===== config.mk =====
export PLATFORM = sky130hd
export DESIGN_NAME = vec_alu_top
export DESIGN_NICKNAME = d
export VERILOG_FILES = /design/src/vec_op_pkg.sv /design/src/vec_types_pkg.sv /design/src/vec_alu_top.sv /design/src/vec_exec.sv /design/src/vec_op_queue.sv /design/src/vec_issue.sv /design/src/vaddsub.sv
export SDC_FILE = /design/constraint.sdc
export NUM_CORES = 1
export LEC_CHECK = 0
export ABC_AREA = 1
export BUFFER_PORTS_ARGS = -buffer_cell sky130_fd_sc_hd__buf_2
export CORE_UTILIZATION = 60
export DETAILED_ROUTE_END_ITERATION = 6
export GPL_ROUTABILITY_DRIVEN = 0
export PLACE_DENSITY = 0.76
export SYNTH_ARGS = -nofsm -noshare
export SYNTH_HDL_FRONTEND = slang
export SYNTH_SLANG_ARGS = --single-unit

===== constraint.sdc =====
create_clock -name clk_i -period 19.7 [get_ports clk_i]
set_input_delay 1.97 -clock clk_i [delete_from_list [all_inputs] [get_ports clk_i]]
set_output_delay 1.97 -clock clk_i [all_outputs]
set_load 0.02 [all_outputs]

===== src/vec_op_pkg.sv =====
`default_nettype none

package vec_op_pkg;

    // raw opcode as carried by a request
    typedef logic [3:0] opcode_t;

    localparam opcode_t OPC_VADD  = 4'd0;
    localparam opcode_t OPC_VSUB  = 4'd1;
    localparam opcode_t OPC_VRSUB = 4'd2;
    localparam opcode_t OPC_VADC  = 4'd3;
    localparam opcode_t OPC_VSBC  = 4'd4;
    localparam opcode_t OPC_VMADC = 4'd5;
    localparam opcode_t OPC_VMSBC = 4'd6;  // 7..15 are illegal

    // decoded operation as seen by the adder
    typedef enum logic [2:0] {
        VADD,
        VSUB,
        VRSUB,
        VADC,
        VSBC,
        VMADC,
        VMSBC,
        VILLEGAL
    } instr_type_t;

    localparam int OP_QUEUE_DEPTH = 4;
    localparam int OP_QUEUE_PTR_W = $clog2(OP_QUEUE_DEPTH);

endpackage

`default_nettype wire

===== src/vec_types_pkg.sv =====
`default_nettype none

package vec_types_pkg;
    import vec_op_pkg::*;

    localparam int VEC_BITS  = 64;
    localparam int MASK_BITS = 8;   // one bit per byte slot
    localparam int TAG_BITS  = 4;

    typedef logic [VEC_BITS-1:0]  bus64_t;
    typedef logic [MASK_BITS-1:0] mask8_t;
    typedef logic [TAG_BITS-1:0]  tag_t;

    // the code is also log2 of the bytes per element
    typedef logic [1:0] sew_t;
    localparam sew_t SEW_8  = 2'd0;
    localparam sew_t SEW_16 = 2'd1;
    localparam sew_t SEW_32 = 2'd2;
    localparam sew_t SEW_64 = 2'd3;

    typedef struct packed {
        tag_t    tag;
        opcode_t opcode;
        sew_t    sew;
        logic    use_mask;
        bus64_t  vs1;
        bus64_t  vs2;
        mask8_t  vm;
    } vec_req_t;

    typedef struct packed {
        tag_t        tag;
        instr_type_t instr;     // opcode after decode
        sew_t        sew;
        logic        use_mask;
        bus64_t      vs1;
        bus64_t      vs2;
        mask8_t      vm;
    } vec_issued_t;

    typedef struct packed {
        tag_t   tag;
        bus64_t vd;
        logic   illegal;
    } vec_resp_t;

endpackage

`default_nettype wire


===== src/vec_alu_top.sv =====
`timescale 1ns/1ns
`default_nettype none

module vec_alu_top
    import vec_types_pkg::*;
(
    input  wire logic      clk_i,
    input  wire logic      rst_i,
    input  wire logic      req_valid_i,
    output logic           req_ready_o,
    input  wire vec_req_t  req_i,
    output logic           resp_valid_o,
    input  wire logic      resp_ready_i,
    output vec_resp_t      resp_o
);

    logic        iss_valid;
    logic        iss_ready;
    vec_issued_t iss_entry;
    logic        q_valid;
    logic        q_ready;
    vec_issued_t q_entry;

    vec_issue u_issue (
        .clk_i       (clk_i),
        .rst_i       (rst_i),
        .req_valid_i (req_valid_i),
        .req_ready_o (req_ready_o),
        .req_i       (req_i),
        .iss_valid_o (iss_valid),
        .iss_ready_i (iss_ready),
        .iss_entry_o (iss_entry)
    );

    // in-order buffer between decode and the adder
    vec_op_queue u_queue (
        .clk_i      (clk_i),
        .rst_i      (rst_i),
        .wr_valid_i (iss_valid),
        .wr_ready_o (iss_ready),
        .wr_entry_i (iss_entry),
        .rd_valid_o (q_valid),
        .rd_ready_i (q_ready),
        .rd_entry_o (q_entry)
    );

    vec_exec u_exec (
        .clk_i        (clk_i),
        .rst_i        (rst_i),
        .op_valid_i   (q_valid),
        .op_ready_o   (q_ready),
        .op_entry_i   (q_entry),
        .resp_valid_o (resp_valid_o),
        .resp_ready_i (resp_ready_i),
        .resp_o       (resp_o)
    );

endmodule

`default_nettype wire


===== src/vec_exec.sv =====
`timescale 1ns/1ns
`default_nettype none

module vec_exec
    import vec_op_pkg::*;
    import vec_types_pkg::*;
(
    input  wire logic        clk_i,
    input  wire logic        rst_i,
    input  wire logic        op_valid_i,
    output logic             op_ready_o,
    input  wire vec_issued_t op_entry_i,
    output logic             resp_valid_o,
    input  wire logic        resp_ready_i,
    output vec_resp_t        resp_o
);

    bus64_t    vd_calc;
    vec_resp_t resp_d;
    vec_resp_t resp_q;
    logic      resp_valid_q;
    logic      pop;

    // pop when the result slot is free or drains this cycle
    assign op_ready_o = ~resp_valid_q | resp_ready_i;
    assign pop        = op_valid_i & op_ready_o;

    vaddsub u_vaddsub (
        .instr_type_i (op_entry_i.instr),
        .sew_i        (op_entry_i.sew),
        .data_vs1_i   (op_entry_i.vs1),
        .data_vs2_i   (op_entry_i.vs2),
        .data_vm_i    (op_entry_i.vm),
        .use_mask_i   (op_entry_i.use_mask),
        .data_vd_o    (vd_calc)
    );

    always_comb begin
        resp_d.tag     = op_entry_i.tag;
        resp_d.illegal = (op_entry_i.instr == VILLEGAL);
        resp_d.vd      = resp_d.illegal ? '0 : vd_calc;   // illegal ops return zero
    end

    always_ff @(posedge clk_i) begin
        if (rst_i) begin
            resp_valid_q <= 1'b0;
        end else if (op_ready_o) begin
            resp_valid_q <= op_valid_i;
        end
    end

    always_ff @(posedge clk_i) begin
        if (pop) begin
            resp_q <= resp_d;
        end
    end

    assign resp_valid_o = resp_valid_q;
    assign resp_o       = resp_q;

endmodule

`default_nettype wire


===== src/vec_op_queue.sv =====
`timescale 1ns/1ns
`default_nettype none

module vec_op_queue
    import vec_op_pkg::*;
    import vec_types_pkg::*;
(
    input  wire logic        clk_i,
    input  wire logic        rst_i,
    input  wire logic        wr_valid_i,
    output logic             wr_ready_o,
    input  wire vec_issued_t wr_entry_i,
    output logic             rd_valid_o,
    input  wire logic        rd_ready_i,
    output vec_issued_t      rd_entry_o
);

    typedef enum logic [1:0] {Q_EMPTY, Q_PARTIAL, Q_FULL} q_state_t;
    typedef logic [OP_QUEUE_PTR_W-1:0] qptr_t;

    q_state_t    state_q;
    q_state_t    state_d;
    qptr_t       wr_ptr_q;
    qptr_t       rd_ptr_q;
    qptr_t       wr_ptr_nxt;
    qptr_t       rd_ptr_nxt;
    vec_issued_t mem_q [OP_QUEUE_DEPTH];
    logic        push;
    logic        pop;

    function automatic qptr_t ptr_inc(input qptr_t p);
        return (p == qptr_t'(OP_QUEUE_DEPTH - 1)) ? '0 : p + 1'b1;
    endfunction

    assign wr_ready_o = (state_q != Q_FULL);
    assign rd_valid_o = (state_q != Q_EMPTY);
    assign rd_entry_o = mem_q[rd_ptr_q];   // head of queue

    assign push       = wr_valid_i & wr_ready_o;
    assign pop        = rd_valid_o & rd_ready_i;
    assign wr_ptr_nxt = ptr_inc(wr_ptr_q);
    assign rd_ptr_nxt = ptr_inc(rd_ptr_q);

    always_comb begin
        case ({push, pop})
            2'b10:   state_d = (wr_ptr_nxt == rd_ptr_q) ? Q_FULL : Q_PARTIAL;
            2'b01:   state_d = (rd_ptr_nxt == wr_ptr_q) ? Q_EMPTY : Q_PARTIAL;
            default: state_d = state_q;   // idle, or push and pop together
        endcase
    end

    always_ff @(posedge clk_i) begin
        if (rst_i) begin
            state_q  <= Q_EMPTY;
            wr_ptr_q <= '0;
            rd_ptr_q <= '0;
        end else begin
            state_q <= state_d;
            if (push) wr_ptr_q <= wr_ptr_nxt;
            if (pop)  rd_ptr_q <= rd_ptr_nxt;
        end
    end

    always_ff @(posedge clk_i) begin
        if (push) begin
            mem_q[wr_ptr_q] <= wr_entry_i;
        end
    end

endmodule

`default_nettype wire


===== src/vec_issue.sv =====
`timescale 1ns/1ns
`default_nettype none

module vec_issue
    import vec_op_pkg::*;
    import vec_types_pkg::*;
(
    input  wire logic        clk_i,
    input  wire logic        rst_i,
    input  wire logic        req_valid_i,
    output logic             req_ready_o,
    input  wire vec_req_t    req_i,
    output logic             iss_valid_o,
    input  wire logic        iss_ready_i,
    output vec_issued_t      iss_entry_o
);

    instr_type_t op_dec;
    vec_issued_t entry_d;
    vec_issued_t entry_q;
    logic        entry_valid_q;
    logic        accept;

    // anything outside the opcode table decodes to VILLEGAL
    always_comb begin
        case (req_i.opcode)
            OPC_VADD:  op_dec = VADD;
            OPC_VSUB:  op_dec = VSUB;
            OPC_VRSUB: op_dec = VRSUB;
            OPC_VADC:  op_dec = VADC;
            OPC_VSBC:  op_dec = VSBC;
            OPC_VMADC: op_dec = VMADC;
            OPC_VMSBC: op_dec = VMSBC;
            default:   op_dec = VILLEGAL;
        endcase
    end

    always_comb begin
        entry_d.tag      = req_i.tag;
        entry_d.instr    = op_dec;
        entry_d.sew      = req_i.sew;
        entry_d.use_mask = req_i.use_mask;
        entry_d.vs1      = req_i.vs1;
        entry_d.vs2      = req_i.vs2;
        entry_d.vm       = req_i.vm;
    end

    // take a new request when empty or when the held one leaves this cycle
    assign req_ready_o = ~entry_valid_q | iss_ready_i;
    assign accept      = req_valid_i & req_ready_o;

    always_ff @(posedge clk_i) begin
        if (rst_i) begin
            entry_valid_q <= 1'b0;
        end else if (req_ready_o) begin
            entry_valid_q <= req_valid_i;
        end
    end

    always_ff @(posedge clk_i) begin
        if (accept) begin
            entry_q <= entry_d;
        end
    end

    assign iss_valid_o = entry_valid_q;
    assign iss_entry_o = entry_q;

endmodule

`default_nettype wire


===== src/vaddsub.sv =====
`timescale 1ns/1ns
`default_nettype none

module vaddsub
    import vec_op_pkg::*;
    import vec_types_pkg::*;
(
    input  wire instr_type_t instr_type_i,
    input  wire sew_t        sew_i,
    input  wire bus64_t      data_vs1_i,
    input  wire bus64_t      data_vs2_i,
    input  wire mask8_t      data_vm_i,    // one bit per element
    input  wire logic        use_mask_i,
    output bus64_t           data_vd_o
);

    logic is_sub;
    logic is_rsub;
    logic is_vadc;
    logic is_vsbc;
    logic is_vmadc;
    logic is_vmsbc;
    logic is_subtraction;
    logic invert_vs1;
    logic mask_cin;      // vm[e] enters as carry in
    logic fold_borrow;   // vm[e] is added to vs1 before the inversion

    logic [2:0]      bpe_m1;       // bytes per element minus one
    logic [7:0]      elem_start;
    logic [7:0]      elem_end;
    logic [7:0]      elem_vm;      // mask bit of the element owning the byte
    logic [7:0][8:0] fold;         // vs1 bytes with borrow folded in
    logic [7:0][7:0] data_a;
    logic [7:0][7:0] data_b;
    logic [7:0][8:0] result;
    mask8_t          carry_elem;
    mask8_t          borrow_elem;
    bus64_t          sum;

    assign is_sub   = (instr_type_i == VSUB);
    assign is_rsub  = (instr_type_i == VRSUB);
    assign is_vadc  = (instr_type_i == VADC);
    assign is_vsbc  = (instr_type_i == VSBC);
    assign is_vmadc = (instr_type_i == VMADC);
    assign is_vmsbc = (instr_type_i == VMSBC);

    assign is_subtraction = is_sub | is_rsub | is_vsbc | is_vmsbc;
    assign invert_vs1     = is_sub | is_vsbc | is_vmsbc;   // rsub flips vs2 instead
    assign mask_cin       = is_vadc | (is_vmadc & use_mask_i);
    assign fold_borrow    = is_vsbc | (is_vmsbc & use_mask_i);

    always_comb begin
        case (sew_i)
            SEW_8:   bpe_m1 = 3'd0;
            SEW_16:  bpe_m1 = 3'd1;
            SEW_32:  bpe_m1 = 3'd3;
            default: bpe_m1 = 3'd7;
        endcase
    end

    // where each byte sits inside its element
    always_comb begin
        for (int i = 0; i < 8; i++) begin
            elem_start[i] = ((3'(i) & bpe_m1) == 3'd0);
            elem_end[i]   = ((3'(i) & bpe_m1) == bpe_m1);
            elem_vm[i]    = data_vm_i[i >> sew_i];
        end
    end

    // vs1 plus the borrow per element with the same byte chaining as the adder
    always_comb begin
        logic cin;
        cin = 1'b0;
        for (int i = 0; i < 8; i++) begin
            if (elem_start[i]) cin = fold_borrow & elem_vm[i];
            fold[i] = {1'b0, data_vs1_i[8*i +: 8]} + 9'(cin);
            cin     = fold[i][8];
        end
    end

    // the eight byte adders
    // carry chains inside an element and restarts from the operation at each boundary
    always_comb begin
        logic cin;
        cin         = 1'b0;
        carry_elem  = '1;   // slots past the last element read as one
        borrow_elem = '1;
        for (int i = 0; i < 8; i++) begin
            data_a[i] = is_rsub ? ~data_vs2_i[8*i +: 8] : data_vs2_i[8*i +: 8];
            data_b[i] = invert_vs1 ? ~fold[i][7:0] : fold[i][7:0];
            if (elem_start[i]) begin
                cin = is_subtraction ? 1'b1 : (mask_cin & elem_vm[i]);
            end
            result[i]        = {1'b0, data_a[i]} + {1'b0, data_b[i]} + 9'(cin);
            cin              = result[i][8];
            sum[8*i +: 8]    = result[i][7:0];
            if (elem_end[i]) begin
                carry_elem[i >> sew_i] = result[i][8];
                // a folded vs1 that wrapped to zero always borrows
                borrow_elem[i >> sew_i] = ~result[i][8] | fold[i][8];
            end
        end
    end

    always_comb begin
        if (is_vmadc) begin
            data_vd_o = {{(VEC_BITS-MASK_BITS){1'b1}}, carry_elem};
        end else if (is_vmsbc) begin
            data_vd_o = {{(VEC_BITS-MASK_BITS){1'b1}}, borrow_elem};
        end else begin
            data_vd_o = sum;
        end
    end

endmodule

`default_nettype wire


-- Yosys cells after proc, flatten, opt, wreduce, memory -nomap -nowiden
Memories as Yosys holds them, arrays and structs flattened. A register that Yosys moved wholly into a read port is not among the register bits.
Index checks and enable logic that the tools add are counted.
- add/subtract/negate cells: 26
- bitwise logic cells: 67
- reductions and logical operators: 22
- $lt $le $gt $ge: 16
- mux-type cells: 119
- shifts and indexed selects: 8
- equality and inequality tests: 22
- operator list (operator ; count):
    $ge A32 B1 Y1 const B ; 8
    $lt A32 B5 Y1 const B ; 8
    $mux W8 ; 30
    $not A8 Y8 ; 17
    $mux W64 ; 2
    $shr A3 B2 Y32 const A ; 4
    $bwmux W8 ; 14
    $add A8 B1 Y9 ; 8
    $add A8 B8 Y9 ; 8
    $add A9 B1 Y9 ; 8
    $shr A1 B2 Y32 const A ; 2
    $shr A2 B2 Y32 const A ; 2
    $mux W1 ; 49
    $bmux W1 S3 ; 8
    $demux W1 S3 ; 8
    $and A1 B1 Y1 ; 21
    $logic_not A3 Y1 ; 7
    $pmux W3 S7 ; 1
    $or A1 B1 Y1 ; 17
    $or A8 B8 Y8 ; 2
    $eq A3 B3 Y1 const B ; 4
    $eq A4 B3 Y1 const B ; 3
    $mux W2 ; 5
    $not A1 Y1 ; 10
    other kinds (15) ; 34
- output and inout bits: 71
- memories kept: 1
- input bits: 151
- logic and storage cells: 296
- memory bits (writable): 584
- bits in registers: 223
- memories (name ; words ; bits a word ; rd ports ; clocked after Yosys merged registers in ; wr ports ; RTL line ; source):
    u_queue.mem_q ; 4 ; 146 ; 1 ; 1 ; 1 ; vec_op_queue.sv:27 ; vec_issued_t mem_q [OP_QUEUE_DEPTH];

-- Depth between registers and ports, before layout
Gate-level depths: netlist of the first run.
- depth in word-level cells: 29
- depth in mapped cells: 82
- gate-level depth less buffers: 78

-- Hierarchy
From an unflattened synthesis of the first run, not the netlist that was laid out.
- cell total of the unflattened synthesis: 2843
- area, all modules: 35419.0 um2
- modules (own cells, without submodules) (module ; area each (um2) ; sequential area each (um2) ; cells an instance ; instances):
    vec_op_queue ; 21982.3 ; 17697.0 ; 1479 ; 1
    vaddsub ; 6293.5 ; 0.0 ; 991 ; 1
    vec_issue ; 4471.8 ; 4404.2 ; 161 ; 1
    vec_exec ; 2671.3 ; 2092.0 ; 212 ; 1

-- Worst setup path after synthesis of the first run
Ideal clock, no wire load.
- kind: register to register
- start point: register (tool-made name)
- end point: register u_exec.resp_q, in the netlist u_exec.resp_o[4] (data pin)
- arrival time: 13.135 ns
- library setup time: 0.262 ns
- path slack: 6.303 ns
- required time: 19.438 ns
- cell stages (with the launch flop): 74
- cells stage by stage: dfxtp_1 > buf_6 > clkinv_4 > buf_4 > buf_4 > buf_4 > buf_4 > buf_4 > clkbuf_1 > nor2_1 > o22ai_1 > ha_1 > xor2_1 > fa_1 > fa_1 > nand3_1 > nand3_1 > nand4_1 > (+38 left out) > inv_1 > a22oi_1 > fa_1 > fa_1 > nand3_1 > nand3_1 > nand2_1 > o311ai_1 > o21ai_0 > fa_1 > fa_1 > o21ai_0 > nand4_1 > o211ai_1 > inv_1 > a21oi_1 > a32oi_1 > a21oi_1
- RTL lines (what ; RTL line ; source):
    end signal, assigned ; vec_exec.sv:54 ; resp_q <= resp_d;
    end, declared ; vec_exec.sv:20 ; vec_resp_t resp_q;

==> run metrics, run 1 <==
hold path depth 0; grt ovf 0; worst hold path type flop to flop; P&R area growth vs syn 12.31%; Residual DRC 1; CORE AREA 58030 µm²; Die ar. between 60000 and 70000 µm²; most common cell after layout, fill and taps aside edfxtp_1; post-DP HPWL 53950 µm; initial antenna violation count 0; Levels on crit path 66; clock transition at the registers of the reported paths approximately 0.06 ns; Synth Instances around 2.8k; vias in the first global route around 22k; antenna viol nets, final 0; routed vias 23.10k; Num CTS Buffers 83; drt first pass iters 7; critical path's slowest cell ha_1; Mapped Area 35480 µm²; post-synth top area cell edfxtp_1; PostCTS Resize Cnt 0; Setup Skew 0.03224 ns; DIE HEIGHT 245.2 µm; FF-to-FF path depth 66; Min Hold Slack between 0.4 and 0.5 ns; Die Span X 245.2 µm; Worst-Margin Slew about 1.2 ns; most used cell along the critical path nand3_1; top cells by area, synth edfxtp_1, nand2_1, xor2_1; port bufs 221; Total Routing Usage GR about 28%; nets@finish 3269; first-pass GRT wire length between 100000 and 150000 µm; most frequent cells in the layout edfxtp_1, nand2_1, nor2_1, o21ai_0, buf_2; crit path DAT 16.84 ns; clk_lat worst skew 0.66 ns; Cell variety after synth 58; max_slew headroom 18.05%; effective utilization at floorplan 61.15%; clk root buf clkbuf_16; boundary pin count 222; top cell type's share of synthesized area 67.62%; Yosys warning total 0; RSZ-0062 raised after global routing no; Starting DRT DRC Count slightly below 3k; slowest stage delay, CP 0.77 ns; Final Critical Period 16.49 ns; Post-Syn Nets 3072; Final period util 83.68%; CTS tree yes; diode count 0; fmax 0.06066 GHz; CP startpoint kind flop; CP required 20.05 ns; number of vias per cell 5.998; final wirelength around 85000 µm; row cnt between 80 and 90; failing checks design-rule violations; sequential-to-total area share from yosys stat 68.19%; postcts setup bufs 0; CTS max path bufs 3; Fin. Hold Viols 0; dominant synthesized flop cell edfxtp_1; setup_tns 0 ns; endpoint type of the worst setup path flop; Syn Area/Cell 12.58 µm²; routed wl met3 8202 µm; synthesized flop and latch total 809; Post-synth EDFFs between 700 and 800; clock sinks a little over 800; worst-path fanout max ~140; share of async-settable or async-resettable flops after synthesis 0%; routed length per instance roughly 22 µm; H-tree levels 3; Buf/Inv on CP 7; Final Max Tran Viols 0; Post-CTS Hold Buffers 0; Max Cap Viol 0; Setup CP Type flop to flop; uppermost routed layer met4; largest net degree at the start of global routing 167; share of cells above drive strength 1 13.77%; outcome complete, but fails checks; met2 wire length 39050 µm; final setup vio count 0; delay-heaviest family, CP adder cells; M1 WL 34280 µm
## Yosys cell counts (2+ instances only)
library cell,number
a31oi_1,7
nor2_2,6
nor3_1,10
o211ai_1,7
a22oi_1,4
nand4_1,18
nand3b_1,2
nand3_2,3
buf_2,29
a211oi_1,4
a21o_1,3
o21a_1,2
nand2_2,6
nor4_2,4
nand4_2,2
nor4_1,5
dfxtp_1,10
nor2_1,260
ha_1,85
inv_2,9
clkbuf_1,52
buf_6,18
fa_1,16
a32oi_2,2
o21bai_1,5
edfxtp_1,799
o21ai_0,254
nand3_1,137
o22ai_2,3
buf_4,27
inv_1,146
o22ai_1,87
o22a_1,6
o221ai_1,3
or2_2,9
o21ai_1,12
xor2_1,161
a21oi_1,119
xnor2_1,40
clkinv_1,2
a32oi_1,9
nand2_1,417
a32o_1,5
## per-stage QoR
stage	instances	util, %	setup WS, ns	area, µm²
after floorplan	2820	-	6.303	35480
after detailed placement	3697	63.84	3.842	37040
final	3851	68.67	3.214	39850
after CTS	3851	68.67	3.822	39850
after global placement	3697	63.84	4.446	37040
after global routing	3851	68.67	2.455	39850
## layout make-up
type,instances,area [µm²]
clock buffers,98,2133
clock inverters,56,669.4
fillers,3894,18180
inverters,158,605.6
multi-input cells,1725,9970
flip-flops and latches,809,24200
well taps,765,957.2
repair buffers,240,1311
## cell families after synthesis
| logic type | count (synthesis) | share of synthesized area, % |
|---|---|---|
| xor+xnor | 201 | 4.962 |
| flops | 809 | 68.19 |
| fa+ha+maj | 101 | 3.900 |
| buf+inv | 286 | 3.851 |
| compound gates | 537 | 8.534 |
| simple gates | 886 | 10.57 |
## path summary, 6_finish.rpt
kind                                 from  slack, ns              endpoint
hold reg to reg   u_issue.iss_entry_o[31]       0.49  u_queue.mem_q[2][31]
setup / recovery                     flop       3.21      u_exec.resp_o[6]
setup reg to reg                     flop       3.21      u_exec.resp_o[6]
hold / removal    u_issue.iss_entry_o[31]       0.49  u_queue.mem_q[2][31]
## flip-flops by register name, summed over array words and instances (netlist names), named ones only
signal / flops
u_queue.mem_q: 584
u_issue.iss_entry_o: 146
u_exec.resp_o: 69
u_queue.rd_ptr_q: 2
u_queue.state_q: 2
u_queue.wr_ptr_q: 2
u_exec.resp_valid_o: 1
u_issue.iss_valid_o: 1
## metal layers
metal / up-vias / GRT usage, %
li1: 10480 / -
met1: 11100 / 40.20
met2: 1329 / 43.46
met3: 184 / 5.511
met4: 0 / 9.963
met5: - / 0
Power of run 1 is not shown: default switching activity piles up to over one toggle a cycle in this logic, so the estimate is an artifact.
==> run 2, diff against run 1 <==
--- a/config.mk
+++ b/config.mk
@@ -7,10 +7,10 @@
 export LEC_CHECK = 0
 export ABC_AREA = 1
 export BUFFER_PORTS_ARGS = -buffer_cell sky130_fd_sc_hd__buf_2
-export CORE_UTILIZATION = 60
+export CORE_UTILIZATION = 55
 export DETAILED_ROUTE_END_ITERATION = 6
 export GPL_ROUTABILITY_DRIVEN = 0
-export PLACE_DENSITY = 0.76
+export PLACE_DENSITY = 0.73
 export SYNTH_ARGS = -nofsm -noshare
 export SYNTH_HDL_FRONTEND = slang
 export SYNTH_SLANG_ARGS = --single-unit
==> constraint.sdc (replaced) <==
create_clock -name clk_i -period 13.7 [get_ports clk_i]
set_input_delay 1.37 -clock clk_i [delete_from_list [all_inputs] [get_ports clk_i]]
set_output_delay 1.37 -clock clk_i [all_outputs]
set_load 0.02 [all_outputs]
==> run 2 against run 1 <==
The run still ends with design-rule violations left. Utilization shrank 5.0 points. Non-clock buffer count grew 52. Die area grew 9.0%.
==> run metrics, run 2 (synthesis results as in run 1) <==
outcome complete, but fails checks; failing checks design-rule violations; Final Critical Period 13.20 ns (-3.289 ns); effective utilization at floorplan 55.94% (-5.2 points); share of cells above drive strength 1 16.31% (+2.5 points); Buf/Inv on CP 6 (-1); Total Routing Usage GR 26.41% (-1.8 points); routed length per instance 21.94 µm (about the same); CTS tree yes; clk root buf clkbuf_16; Die Span X 256.0 µm (+4.4%); Fin. Hold Viols 0 (unchanged); hold_sp u_issue.iss_entry_o[81]; Setup CP Type flop to flop; fmax 0.07578 GHz (+25%); Post-CTS Hold Buffers 0 (unchanged); Starting DRT DRC Count 2637 (-9.5%); Final period util 96.33% (+13 points); first-pass GRT wire length 131700 µm (+3.4%); max_slew headroom 28.01% (+10 points); critical path's slowest cell fa_2; antenna viol nets, final 0 (unchanged); grt ovf 0 (unchanged); largest reg by FF count u_queue.mem_q; max FFs per register 584 (unchanged); DIE HEIGHT 256.0 µm (+4.4%); CP startpoint kind flop; row cnt 92 (+4.5%); final wirelength 87290 µm (+3.3%); Die ar. 65530 µm² (+9.0%); delay-heaviest family, CP adder cells; most common cell after layout, fill and taps aside edfxtp_1; Residual DRC 1 (unchanged); Min Hold Slack 0.4920 ns (+0.002386 ns); number of vias per cell 5.845 (-2.6%); endpoint type of the worst setup path flop; Fillers 4572 (+17%); hold path depth 0 (unchanged); CORE AREA 63430 µm² (+9.3%); boundary pin count 222 (unchanged); most frequent cells in the layout edfxtp_1, nand2_1, nor2_1, o21ai_0, buf_2; Setup Skew 0.02397 ns (-0.008269 ns); CTS max path bufs 3 (unchanged); most used cell along the critical path fa_2; clock sinks 809 (unchanged); drt first pass iters 7 (unchanged); final setup vio count 0 (unchanged); initial antenna violation count 0 (unchanged); H-tree levels 3 (unchanged); worst hold path type flop to flop; Levels on crit path 71 (+7.6%); largest net degree at the start of global routing 147 (-12%); crit path DAT 13.57 ns (-3.27 ns); post-DP HPWL 55740 µm (+3.3%); FF-to-FF path depth 71 (+7.6%); Final Max Tran Viols 0 (unchanged); clk_lat worst skew 0.64 ns (-0.02 ns); slowest stage delay, CP 0.46 ns (-0.31 ns); R2R Setup Slk 0.50 ns (-2.71 ns); diode count 0 (unchanged); CP required 14.08 ns (-5.97 ns); routed vias 23.26k (+0.69%); clock transition at the registers of the reported paths 0.06 ns (about the same); vias in the first global route 22.41k (+1.3%); nets@finish 3321 (+1.6%); worst-path fanout max 8 (-94%); Max Cap Viol 0 (unchanged); Worst-Margin Slew 1.073 ns (-0.1537 ns); Reg-to-Reg End u_exec.resp_o[4]; P&R area growth vs syn 13.83%; worst setup path end u_exec.resp_o[4]; port bufs 221 (unchanged); Num CTS Buffers 83 (unchanged)
run 2: area by class of cell:
| class | instances | area (µm²) | share of cell area [%] |
|---|---|---|---|
| flip-flops and latches | 809 | 24200 | 59.92 |
| multi-input cells | 1725 | 10130 | 25.07 |
| clock buffers | 98 | 2206 | 5.462 |
| repair buffers | 292 | 1733 | 4.291 |
| well taps | 846 | 1059 | 2.621 |
| inverters | 158 | 608.1 | 1.506 |
| clock inverters | 51 | 455.4 | 1.128 |
run 2: timing repair:
action | CTS | global route
gates cloned | 1 | 0
setup endpoints to repair | 11 | 16
resized for setup | 10 | 40
pin swaps | 2 | 16
buffers inserted | 6 | 8
run 2: worst min path at each step:
| stage | endpoint |
|---|---|
| final | u_queue.mem_q[1][81] |
| after global routing | u_queue.mem_q[0][113] |
| after CTS | u_queue.mem_q[1][137] |
| after detailed placement | u_queue.state_q[0] |
| after global placement | u_queue.state_q[0] |
| after floorplan | u_queue.state_q[0] |
run 2: metal layers:
layer / vias to the layer above / part of all wire (%) / GRT usage (%)
met3: 190 / 8.6 / 3.852
met4: 0 / 3.5 / 10.36
li1: 10590 / - / -
met2: 1185 / 47 / 41.48
met5: - / 0 / 0
met1: 11290 / 41 / 37.42
run 2: metrics by stage:
step	setup WS, ns	TNS, ns	cells	util, %	cell area, µm²
global route	-0.1799	-1.106	3979	63.68	40390
detailed placement	-0.5098	-3.918	3815	58.99	37410
floorplan	0.3035	0	2820	-	35480
global placement	0.05122	0	3815	58.99	37410
finish	0.5033	0	3979	63.68	40390
CTS	0.03569	0	3971	63.37	40190
Power of run 2 is left out for the same reason.
